## config.mk

```make
export PLATFORM = sky130hd
export DESIGN_NAME = vec_unit_top
export DESIGN_NICKNAME = d
export VERILOG_FILES = /design/src/common/vec_pkg.sv /design/src/vregfile/vregfile.sv /design/src/rtl/vec_cfg_regs.sv /design/src/rtl/vec_alu.sv /design/src/rtl/vec_unit_top.sv
export VERILOG_INCLUDE_DIRS = /design/src /design/src/common
export SDC_FILE = /design/constraint.sdc
export NUM_CORES = 2
export LEC_CHECK = 0
export ABC_AREA = 0
export BUFFER_PORTS_ARGS = -buffer_cell sky130_fd_sc_hd__buf_2
export CORE_MARGIN = 5
export CORE_UTILIZATION = 55
export CTS_CLUSTER_SIZE = 28
export DETAILED_ROUTE_END_ITERATION = 12
export PLACE_DENSITY_LB_ADDON = 0.05
export SYNTH_ARGS = -nofsm -noshare
export SYNTH_HDL_FRONTEND = slang
export SYNTH_SLANG_ARGS = --single-unit
```

## constraint.sdc

```tcl
create_clock -name clk_i -period 9.1 [get_ports clk_i]
set_input_delay 0 -clock clk_i [delete_from_list [all_inputs] [get_ports clk_i]]
set_output_delay 0 -clock clk_i [all_outputs]
set_load 0.02 [all_outputs]
```

## src/common/vec_macros.svh

```systemverilog
`ifndef VEC_MACROS_SVH
`define VEC_MACROS_SVH

// sizing of the vector slice.
// every width in the package and the modules is derived from these three values.

// vector length in bits, which is a whole number of 32-bit elements.
`define VLEN 64

// number of physical vector registers.
// the register index width follows from this count.
`define NUM_PREGS 16

// number of register file write ports.
// port 0 is the ALU writeback and port 1 is the external load path.
`define NUM_WB 2

`endif // VEC_MACROS_SVH

```

## src/common/vec_pkg.sv

```systemverilog
`include "vec_macros.svh"

package vec_pkg;

    // physical register index, sized from the register count.
    typedef logic [$clog2(`NUM_PREGS)-1:0] preg_t;

    // one full vector register.
    typedef logic [`VLEN-1:0] vbus_t;

    // one mask bit per byte of a vector.
    typedef logic [`VLEN/8-1:0] vmask_t;

    // elementwise operations of the ALU.
    typedef enum logic [2:0] {
        VADD = 3'd0,
        VSUB = 3'd1, // source 1 minus source 2.
        VAND = 3'd2,
        VOR  = 3'd3,
        VXOR = 3'd4,
        VMV  = 3'd5  // copies source 2.
    } vop_e;

    // element width. encoding 3 is not a legal width.
    typedef enum logic [1:0] {
        SEW8  = 2'd0,
        SEW16 = 2'd1,
        SEW32 = 2'd2
    } sew_e;

    // what a masked-off element receives.
    typedef enum logic {
        UNDISTURBED = 1'b0, // the old destination value.
        AGNOSTIC    = 1'b1  // all ones.
    } mpol_e;

    // one issued instruction.
    typedef struct packed {
        vop_e  op;
        preg_t vs1;
        preg_t vs2;
        preg_t vd;
        preg_t vm_reg;   // register that holds the mask bits.
        logic  use_mask;
    } vinstr_t;

    // one register file write port.
    typedef struct packed {
        logic  we;
        preg_t addr;
        vbus_t data;
    } vwrite_t;

    // active configuration of the slice.
    typedef struct packed {
        sew_e  sew;
        mpol_e policy;
    } vcfg_t;

endpackage

```

## src/vregfile/vregfile.sv

```systemverilog
`timescale 1ns/1ps

`include "vec_macros.svh"

module vregfile (
    input  logic                                clk_i,
    input  vec_pkg::vwrite_t [`NUM_WB-1:0]      wr_i,
    input  vec_pkg::preg_t                      rd_addr1_i,
    input  vec_pkg::preg_t                      rd_addr2_i,
    input  vec_pkg::preg_t                      rd_addr_old_vd_i,
    input  vec_pkg::preg_t                      rd_addr_mask_i,
    input  logic                                use_mask_i,
    output vec_pkg::vbus_t                      rd_data1_o,
    output vec_pkg::vbus_t                      rd_data2_o,
    output vec_pkg::vbus_t                      rd_data_old_vd_o,
    output vec_pkg::vmask_t                     rd_mask_o
);

    import vec_pkg::*;

    vbus_t regs [`NUM_PREGS]; // one entry per physical register.

    vbus_t mask_src;

    // returns the stored value unless an enabled write port targets the same
    // register in this cycle, in which case the write data is forwarded.
    // two ports hitting one address would OR their data together.
    function automatic vbus_t merge_rd(
        preg_t                  addr,
        vbus_t                  stored,
        vwrite_t [`NUM_WB-1:0]  wr
    );
        vbus_t merged;
        logic  hit;

        merged = '0;
        hit    = 1'b0;
        for (int p = 0; p < `NUM_WB; p++) begin
            if (wr[p].we && (wr[p].addr == addr)) begin
                merged |= wr[p].data;
                hit    = 1'b1;
            end
        end
        return hit ? merged : stored;
    endfunction

    // operand read ports.
    assign rd_data1_o       = merge_rd(rd_addr1_i, regs[rd_addr1_i], wr_i);
    assign rd_data2_o       = merge_rd(rd_addr2_i, regs[rd_addr2_i], wr_i);
    assign rd_data_old_vd_o = merge_rd(rd_addr_old_vd_i, regs[rd_addr_old_vd_i], wr_i);

    // the mask port sees the bypass too, so a freshly written mask is usable at once.
    assign mask_src = merge_rd(rd_addr_mask_i, regs[rd_addr_mask_i], wr_i);

    always_comb begin
        if (use_mask_i) begin
            for (int b = 0; b < `VLEN/8; b++) begin
                rd_mask_o[b] = mask_src[8*b]; // the lowest bit of byte b.
            end
        end else begin
            rd_mask_o = '1; // unmasked instructions enable every element.
        end
    end

    // every enabled port writes at the edge.
    // if two ports share an address the higher port wins here, but the
    // result is treated as undefined at the slice level.
    always_ff @(posedge clk_i) begin
        for (int p = 0; p < `NUM_WB; p++) begin
            if (wr_i[p].we) begin
                regs[wr_i[p].addr] <= wr_i[p].data;
            end
        end
    end

endmodule

```

## src/rtl/vec_cfg_regs.sv

```systemverilog
`timescale 1ns/1ps

module vec_cfg_regs (
    input  logic            clk_i,
    input  logic            rst_n_i,
    input  logic            cfg_we_i,
    input  vec_pkg::vcfg_t  cfg_i,
    output vec_pkg::vcfg_t  cfg_o,
    output logic            cfg_err_o
);

    import vec_pkg::*;

    vcfg_t cfg_q;
    logic  err_q;
    logic  sew_legal;

    // only the three defined widths are accepted.
    assign sew_legal = cfg_i.sew inside {SEW8, SEW16, SEW32};

    always_ff @(posedge clk_i or negedge rst_n_i) begin
        if (!rst_n_i) begin
            cfg_q <= '{sew: SEW8, policy: UNDISTURBED};
            err_q <= 1'b0;
        end else if (cfg_we_i) begin
            if (sew_legal) begin
                cfg_q <= cfg_i;
            end else begin
                // the whole write is dropped, policy included.
                err_q <= 1'b1; // sticky until the next reset.
            end
        end
    end

    assign cfg_o     = cfg_q;
    assign cfg_err_o = err_q;

endmodule

```

## src/rtl/vec_alu.sv

```systemverilog
`timescale 1ns/1ps

`include "vec_macros.svh"

module vec_alu (
    input  vec_pkg::vcfg_t  cfg_i,
    input  vec_pkg::vop_e   op_i,
    input  vec_pkg::vbus_t  src1_i,
    input  vec_pkg::vbus_t  src2_i,
    input  vec_pkg::vbus_t  old_vd_i,
    input  vec_pkg::vmask_t mask_i,
    output vec_pkg::vbus_t  result_o
);

    import vec_pkg::*;

    // one element operation on up to 32 bits.
    // narrower elements are zero extended and the caller keeps the low bits,
    // which gives arithmetic modulo the element width.
    function automatic logic [31:0] elem_op(
        vop_e        op,
        logic [31:0] a,
        logic [31:0] b
    );
        case (op)
            VADD:    return a + b;
            VSUB:    return a - b;
            VAND:    return a & b;
            VOR:     return a | b;
            VXOR:    return a ^ b;
            VMV:     return b;
            default: return '0;
        endcase
    endfunction

    // chooses between the computed value and the masked-off value.
    function automatic logic [31:0] apply_mask(
        logic        active,
        logic [31:0] value,
        logic [31:0] old,
        mpol_e       policy
    );
        if (active) begin
            return value;
        end else if (policy == AGNOSTIC) begin
            return '1;
        end else begin
            return old;
        end
    endfunction

    always_comb begin
        logic [31:0] lane;

        result_o = '0;
        lane     = '0;
        case (cfg_i.sew)
            SEW32: begin
                for (int e = 0; e < `VLEN/32; e++) begin
                    lane = elem_op(op_i, src1_i[32*e +: 32], src2_i[32*e +: 32]);
                    lane = apply_mask(mask_i[e], lane, old_vd_i[32*e +: 32], cfg_i.policy);
                    result_o[32*e +: 32] = lane;
                end
            end
            SEW16: begin
                for (int e = 0; e < `VLEN/16; e++) begin
                    lane = elem_op(op_i, {16'h0, src1_i[16*e +: 16]},
                                   {16'h0, src2_i[16*e +: 16]});
                    lane = apply_mask(mask_i[e], lane, {16'h0, old_vd_i[16*e +: 16]},
                                      cfg_i.policy);
                    result_o[16*e +: 16] = lane[15:0]; // the carry out is dropped.
                end
            end
            default: begin
                // SEW8. the config block never holds the illegal encoding.
                for (int e = 0; e < `VLEN/8; e++) begin
                    lane = elem_op(op_i, {24'h0, src1_i[8*e +: 8]},
                                   {24'h0, src2_i[8*e +: 8]});
                    lane = apply_mask(mask_i[e], lane, {24'h0, old_vd_i[8*e +: 8]},
                                      cfg_i.policy);
                    result_o[8*e +: 8] = lane[7:0];
                end
            end
        endcase
    end

endmodule

```

## src/rtl/vec_unit_top.sv

```systemverilog
`timescale 1ns/1ps

`include "vec_macros.svh"

module vec_unit_top (
    input  logic             clk_i,
    input  logic             rst_n_i,
    input  logic             issue_valid_i,
    input  vec_pkg::vinstr_t issue_instr_i,
    input  vec_pkg::vwrite_t ld_wr_i,
    input  logic             cfg_we_i,
    input  vec_pkg::vcfg_t   cfg_i,
    output logic             wb_valid_o,
    output vec_pkg::preg_t   wb_vd_o,
    output vec_pkg::vbus_t   wb_data_o,
    output logic             cfg_err_o
);

    import vec_pkg::*;

    vcfg_t                 cfg_act;
    vbus_t                 src1;
    vbus_t                 src2;
    vbus_t                 old_vd;
    vmask_t                mask;
    vbus_t                 alu_result;
    vwrite_t [`NUM_WB-1:0] rf_wr;

    // writeback stage.
    logic  wb_valid_q;
    preg_t wb_vd_q;
    vbus_t wb_data_q;

    vec_cfg_regs u_cfg (
        .clk_i     (clk_i),
        .rst_n_i   (rst_n_i),
        .cfg_we_i  (cfg_we_i),
        .cfg_i     (cfg_i),
        .cfg_o     (cfg_act),
        .cfg_err_o (cfg_err_o)
    );

    // port 0 retires the ALU result one cycle after issue, port 1 is the load path.
    assign rf_wr[0] = '{we: wb_valid_q, addr: wb_vd_q, data: wb_data_q};
    assign rf_wr[1] = ld_wr_i;

    vregfile u_rf (
        .clk_i            (clk_i),
        .wr_i             (rf_wr),
        .rd_addr1_i       (issue_instr_i.vs1),
        .rd_addr2_i       (issue_instr_i.vs2),
        .rd_addr_old_vd_i (issue_instr_i.vd),
        .rd_addr_mask_i   (issue_instr_i.vm_reg),
        .use_mask_i       (issue_instr_i.use_mask),
        .rd_data1_o       (src1),
        .rd_data2_o       (src2),
        .rd_data_old_vd_o (old_vd),
        .rd_mask_o        (mask)
    );

    vec_alu u_alu (
        .cfg_i    (cfg_act),
        .op_i     (issue_instr_i.op),
        .src1_i   (src1),
        .src2_i   (src2),
        .old_vd_i (old_vd),
        .mask_i   (mask),
        .result_o (alu_result)
    );

    always_ff @(posedge clk_i or negedge rst_n_i) begin
        if (!rst_n_i) begin
            wb_valid_q <= 1'b0;
        end else begin
            wb_valid_q <= issue_valid_i; // one instruction per cycle, no stalls.
        end
    end

    always_ff @(posedge clk_i) begin
        if (issue_valid_i) begin
            wb_vd_q   <= issue_instr_i.vd;
            wb_data_q <= alu_result;
        end
    end

    assign wb_valid_o = wb_valid_q;
    assign wb_vd_o    = wb_vd_q;
    assign wb_data_o  = wb_data_q;

endmodule

```

Word-level counts from Yosys, hierarchy flattened
Memories as Yosys holds them, arrays and structs flattened.
Index checks and enable logic that the tools add are counted.

cells by class
  add/subtract/negate cells = 28
  $mul = 0
  div/mod/pow operators = 0
  magnitude comparators = 0
  equal/unequal tests = 17
  shift-type cells = 0
  multiplexer cells = 68
  bitwise operators = 47
  reduce and logical (&&, ||, !) cells = 13

operators by type and width
  operator          number
  $mux 64           9
  $pmux 16 s6       4
  $pmux 32 s6       2
  $pmux 8 s6        8
  $or 64x64->64     3
  $mux 57           3
  $mux 8            17
  $mux 16           8
  $mux 32           4
  $pmux 64 s2       1
  $add 16x16->16    4
  $add 32x32->32    2
  $add 8x8->8       8
  $and 16x16->16    4
  $and 32x32->32    2
  $and 8x8->8       8
  $or 16x16->16     4
  $or 32x32->32     2
  $or 8x8->8        8
  $sub 16x16->16    4
  $sub 32x32->32    2
  $sub 8x8->8       8
  $xor 16x16->16    4
  $xor 32x32->32    2
  15 further kinds  52

storage, ports and cells
  register bits after elaboration = 73
  bits in latches = 0
  RAM bits = 1024
  bits in read-only memories = 0
  output and inout bits = 70
  logic and storage cells = 180
  memories kept = 1

memories
  memory     words  bits a word  read ports  clocked after memory_dff  write ports  line            text
  u_rf.regs  16     64           4           0                         2            vregfile.sv:21  vbus_t regs [`NUM_PREGS];

Longest topological paths before layout
  depth in word-level cells = 10
  gate-level depth with buffers = 30

Modules after synthesis
Synthesis repeated with hierarchy kept, for this count alone.

second synthesis, totals
  cells, all modules = 7331
  area, all modules = 90471.8 µm²

modules (own cells, without submodules)
  module        instances  cells each  area each (µm²)  seq. area each (µm²)
  vregfile      1          4940        73065.1          30749.5
  vec_alu       1          2310        15175.8          0.0
  vec_unit_top  1          69          2067.0           2067.0
  vec_cfg_regs  1          12          163.9            100.1

Worst setup path after synthesis
Ideal clock, no wire load.

  path kind = flip-flop to flip-flop
  from = register wb_vd_q[2] (netlist: wb_vd_o[2])
  to = memory u_rf.regs[0][0] (netlist name) (enable)
  library setup time = 574 ps
  data arrival time = 5708 ps
  setup slack = 2818 ps
  cell stages (with the launch flop) = 4
  buffers on the path = 1
  clock period less this slack = 6282 ps
  cells stage by stage = edfxtp_1 -> buf_2 -> or3b_2 -> o21ai_0

RTL lines
  element                 line                text
  start, declared         vec_unit_top.sv:31  preg_t wb_vd_q;
  start signal, assigned  vec_unit_top.sv:81  wb_vd_q <= issue_instr_i.vd;
  end, declared           vregfile.sv:21

Worst setup path after layout
  from = register wb_vd_q[0] (netlist: wb_vd_o[0])
  to = register wb_data_q[63] (netlist: wb_data_o[63]) (data pin)

on the way
  cells in the longest elaborated chain, start to end = 10
  elaborated cells between the ends (all ways) = 58
  classes of those cells = 6 x add/sub; 4 x eq/ne; 31 x mux; 13 x bitwise; 4 x reduce/logical

RTL lines
  element                                       line                text
  $eq 4x4->1                                    vregfile.sv:39      if (wr[p].we && (wr[p].addr == addr)) begin
  $logic_and 1x1->1                             vregfile.sv:39
  $mux 64                                       vregfile.sv:39
  $or 64x64->64                                 vregfile.sv:40      merged |= wr[p].data;
  $mux 64                                       vregfile.sv:39
  $mux 64                                       vregfile.sv:44      return hit ? merged : stored;
  $sub 32x32->32, or another cell as far along  vec_alu.sv:27       VSUB: return a - b;
  $pmux 32 s6, or another cell as far along     vec_alu.sv:25       case (op)
  $mux 32, or another cell as far along         vec_alu.sv:43       if (active) begin
  $pmux 64 s2 (*)                               vec_alu.sv:57       case (cfg_i.sew)
  net alu_result[63]                            vec_unit_top.sv:26  vbus_t alu_result;
  end signal, assigned                          vec_unit_top.sv:82  wb_data_q <= alu_result;
  end, declared                                 vec_unit_top.sv:32  vbus_t wb_data_q;

Mark *: on every way through the listed nets, which the timed path passes. The rest lies on a longest branch.
A chain may end at the register's enable or synchronous reset.

==> results.py <==
metrics = {
    "run": {
        "max_cap_viol_count": 0,
    },
    "worst_setup_path": {
        "r2r_setup_slack_ns": 1.42,
        "worst-path-max-fanout": 34,
        "worstSetupStartpointType": "flop",
        "worstSetupPathType": "flop to flop",
        "worst-endpoint-arrival_ns": 8.34,
        "cp.required_ns": 9.76,
        "endpoint_kind": "flop",
    },
    "routing": {
        "drt_wl_total_um": 357700,
        "detail-route-antenna-nets": 0,
        "vias_per_cell": 7.783,
        "detailroute.via_count": 68450,
        "remaining_drc_errors": 0,
        "wl_per_cell_um": 40.68,
        "first_iter_violations": 11070,
        "drt_first_pass_iters": 6,
    },
    "sta": {
        "final.setup_skew_ns": 0.03995,
        "fmax_achieved_mhz": 130.2,
        "final_period_minus_worst_setup_slack_ns": 7.682,
        "setup_total_negative_slack_ns": 0,
        "report.final.hold_viol_count": 0,
        "worst_slew_margin_rel": 0.1073,
        "setup_viol": 0,
        "rsz0062_at_grt": "no",
        "worst_pin_slew_ns": 1.339,
        "timing_max_transition_violations_final": 0,
        "timing.hold.ws_ns": 0.1276,
        "finalCritPeriodShare": 0.8442,
    },
    "placement": {
        "place.port_buffers": 165,
        "place.detailed.hpwl_um": 217500,
        "place_congestion": 0.9737,
        "placed_cells_incl_taps": 8451,
        "placed_cell_area_sq_mm": 0.09118,
    },
    "synth": {
        "synth_area_sq_mm": 0.08907,
        "largest_cells_by_area_after_synthesis": "sky130_fd_sc_hd__edfxtp_1, sky130_fd_sc_hd__mux4_2, sky130_fd_sc_hd__mux2_2",
        "synth.most_common_cell": "sky130_fd_sc_hd__edfxtp_1",
        "synthDominantCellAreaShare": 0.3681,
        "synth.largest_area_cell": "sky130_fd_sc_hd__edfxtp_1",
        "yosysWarningCount": 0,
        "synth_ff_type": "sky130_fd_sc_hd__edfxtp_1",
        "ys_seq_area_frac": 0.3695,
        "synth.net_count": 7132,
        "synth-edff-count": 1092,
        "post_synthesis_cells": 6758,
        "ys_top_cells_by_count": "sky130_fd_sc_hd__edfxtp_1, sky130_fd_sc_hd__mux2_2, sky130_fd_sc_hd__mux4_2",
        "synth.avg_cell_area_sq_um": 13.18,
        "synth.ff_latch_count": 1097,
        "async_reset_ff_frac": 0.004558,
        "ys_types": 99,
    },
    "cts": {
        "path_clk_slew_ns": 0.06,
        "clk_root_buffer_cell": "sky130_fd_sc_hd__clkbuf_16",
        "post_cts_setup_buffer_count": 0,
        "clkLatencyLatePin_ns": 0.83,
        "cts_buffers": 135,
        "cts_tree": "yes",
        "cts.sinks": 1097,
        "cts_htree_levels": 4,
        "post_cts_resized": 0,
        "cts.path.max_buffers": 3,
    },
    "layout": {
        "syn2layout_area_growth_pct": 8.189,
        "finish.cell_count_without_fillers": 8794,
        "regArea_sq_mm": 0.03292,
        "design_area_sq_mm": 0.09637,
        "share_of_cells_above_drive_strength_1": 0.3994,
        "finalNetCount": 6887,
        "n_fill_cell": 12840,
        "multiInputGateArea_sq_mm": 0.05248,
    },
    "global_routing": {
        "grt.total_usage": 0.4152,
        "grt_first_pass_wirelength_um": 501100,
        "grt_remaining_overflow": 0,
        "grt_max_degree": 112,
        "via_count_of_the_first_global_routing_pass": 65780,
        "antenna_found_initial": 22,
    },
    "run_status": {
        "run_status": "finished clean",
    },
    "floorplan": {
        "die_height_um": 412.4,
        "fp.dieArea_sq_mm": 0.1701,
        "initial_core_util": 0.5541,
        "die_width_um": 412.4,
        "boundaryPins": 166,
        "core_sq_mm": 0.1608,
        "core.rowCount": 147,
    },
    "hold_path": {
        "hold_path_class": "primary input to flop",
    },
    "power_and_ir_drop": {
        "power.ir.vdd_worst_v": 0.0002200,
        "finalPower_mw": 18.06,
        "power_density_mw_per_mm2": 187.4,
        "leakage_nw": 32.90,
    },
}
-- cell usage in the layout, fill, tap and decap left out, drive strengths merged, types with 40 or more instances in the layout --
cell type	instances
xnor2	165
dlygate4sd3	85
a21o	67
clkbuf	165
nand4	55
inv	180
a22oi	40
nor2	255
o22ai	81
nand3	75
a211oi	58
nand2	247
edfxtp	1092
a221o	127
xor2	63
clkinv	63
a21oi	306
ha	270
o21ai	181
nor2b	102
buf	349
mux4	927
mux2	1069
mux2i	83
nor3	47
-- cell families after synthesis --
kind of cell,after synthesis,share of synthesized area
buffers and inverters,989,0.04650
muxes,2079,0.3791
adders and majority gates,278,0.03972
AOI/OAI and AO/OA,1178,0.09291
and+or+nand+nor,908,0.04954
xor gates and xnor gates,229,0.02267
DFF,1097,0.3695
-- final cells by class --
class	instances	share of cell area
Clock inverter	81	0.007829
Inverter	173	0.006739
Sequential cell	1097	0.3416
Antenna cell	12	0.0003116
Clock buffer	165	0.03689
Tap cell	2160	0.02804
Timing Repair Buffer	434	0.03400
Multi-Input combinational cell	4672	0.5446
-- repair_timing --
action                     in CTS  in global routing
hold endpoints to repair     1079                  0
setup endpoints to repair       0                  0
hold buffers                   85                  0
-- worst paths after layout --
check / from / endpoint / depth (start not counted)
min: ld_wr_i[65] / u_rf.regs[9][10]$_DFFE_PP_ / 3
min reg2reg: u_cfg.cfg_o[2]$_DFFE_PN0P_ / u_cfg.cfg_o[2]$_DFFE_PN0P_ / 2
min in group asynchronous: rst_n_i / wb_valid_o$_DFF_PN0_ / 3
max in group asynchronous: rst_n_i / u_cfg.cfg_o[0]$_DFFE_PN0P_ / 3
max reg2reg: wb_vd_o[0]$_DFFE_PP_ / wb_data_o[63]$_DFFE_PP_ / 22
max: wb_vd_o[0]$_DFFE_PP_ / wb_data_o[63]$_DFFE_PP_ / 22
-- stage by stage --
stage | util | worst slack (ns)
after CTS | 0.5993 | 1.652
after floorplan | - | 2.818
after global routing | 0.5993 | 1.153
final | 0.5995 | 1.418
after global placement | 0.5672 | 1.423
after detailed placement | 0.5672 | 1.460
-- where the power goes --
part           total (mW)  internal, mW  switching [mW]  leakage (nW)
Clock                5.44          3.06            2.38          2.11
Combinational        6.02          2.68            3.33          20.7
Sequential           6.60          6.10           0.506          10.1
Total                18.1          11.8            6.22          32.9
-- registers in the layout, indices dropped and copies added (netlist names) --
register / count
u_cfg.cfg_err_o: 1
u_cfg.cfg_o: 3
u_rf.regs: 1024
wb_data_o: 64
wb_valid_o: 1
wb_vd_o: 4
-- worst max-delay path, cell delays in order (launching register included) --
cell and delay [ns]:
sky130_fd_sc_hd__edfxtp_1 0.54, sky130_fd_sc_hd__xor2_1 0.24, sky130_fd_sc_hd__nor3_4 0.23, sky130_fd_sc_hd__and2_4 0.64, sky130_fd_sc_hd__buf_4 0.66, sky130_fd_sc_hd__a211oi_1 0.14, sky130_fd_sc_hd__a221oi_1 0.64, sky130_fd_sc_hd__and3_2 0.40
sky130_fd_sc_hd__and3_1 0.26, sky130_fd_sc_hd__a31oi_1 0.10, sky130_fd_sc_hd__nor3_1 0.61, sky130_fd_sc_hd__xnor2_1 0.14, sky130_fd_sc_hd__ha_1 0.41, sky130_fd_sc_hd__a21o_1 0.20, sky130_fd_sc_hd__a21o_1 0.19, sky130_fd_sc_hd__a2111oi_0 0.45
sky130_fd_sc_hd__nor2_1 0.09, sky130_fd_sc_hd__a211oi_1 0.44, sky130_fd_sc_hd__o21bai_1 0.12, sky130_fd_sc_hd__a21oi_1 0.23, sky130_fd_sc_hd__o21ai_0 0.15, sky130_fd_sc_hd__or4_1 0.41, sky130_fd_sc_hd__a31oi_1 0.17
-- metal layers --
metal	vias to the layer above	GRT usage	wire, um
met2	5513	0.6125	155200
li1	26800	-	-
met5	-	0	46
met4	6	0.1812	18760
met3	1067	0.1186	48000
met1	35070	0.5770	135700
Note: power is estimated with default switching activity, not from simulation.
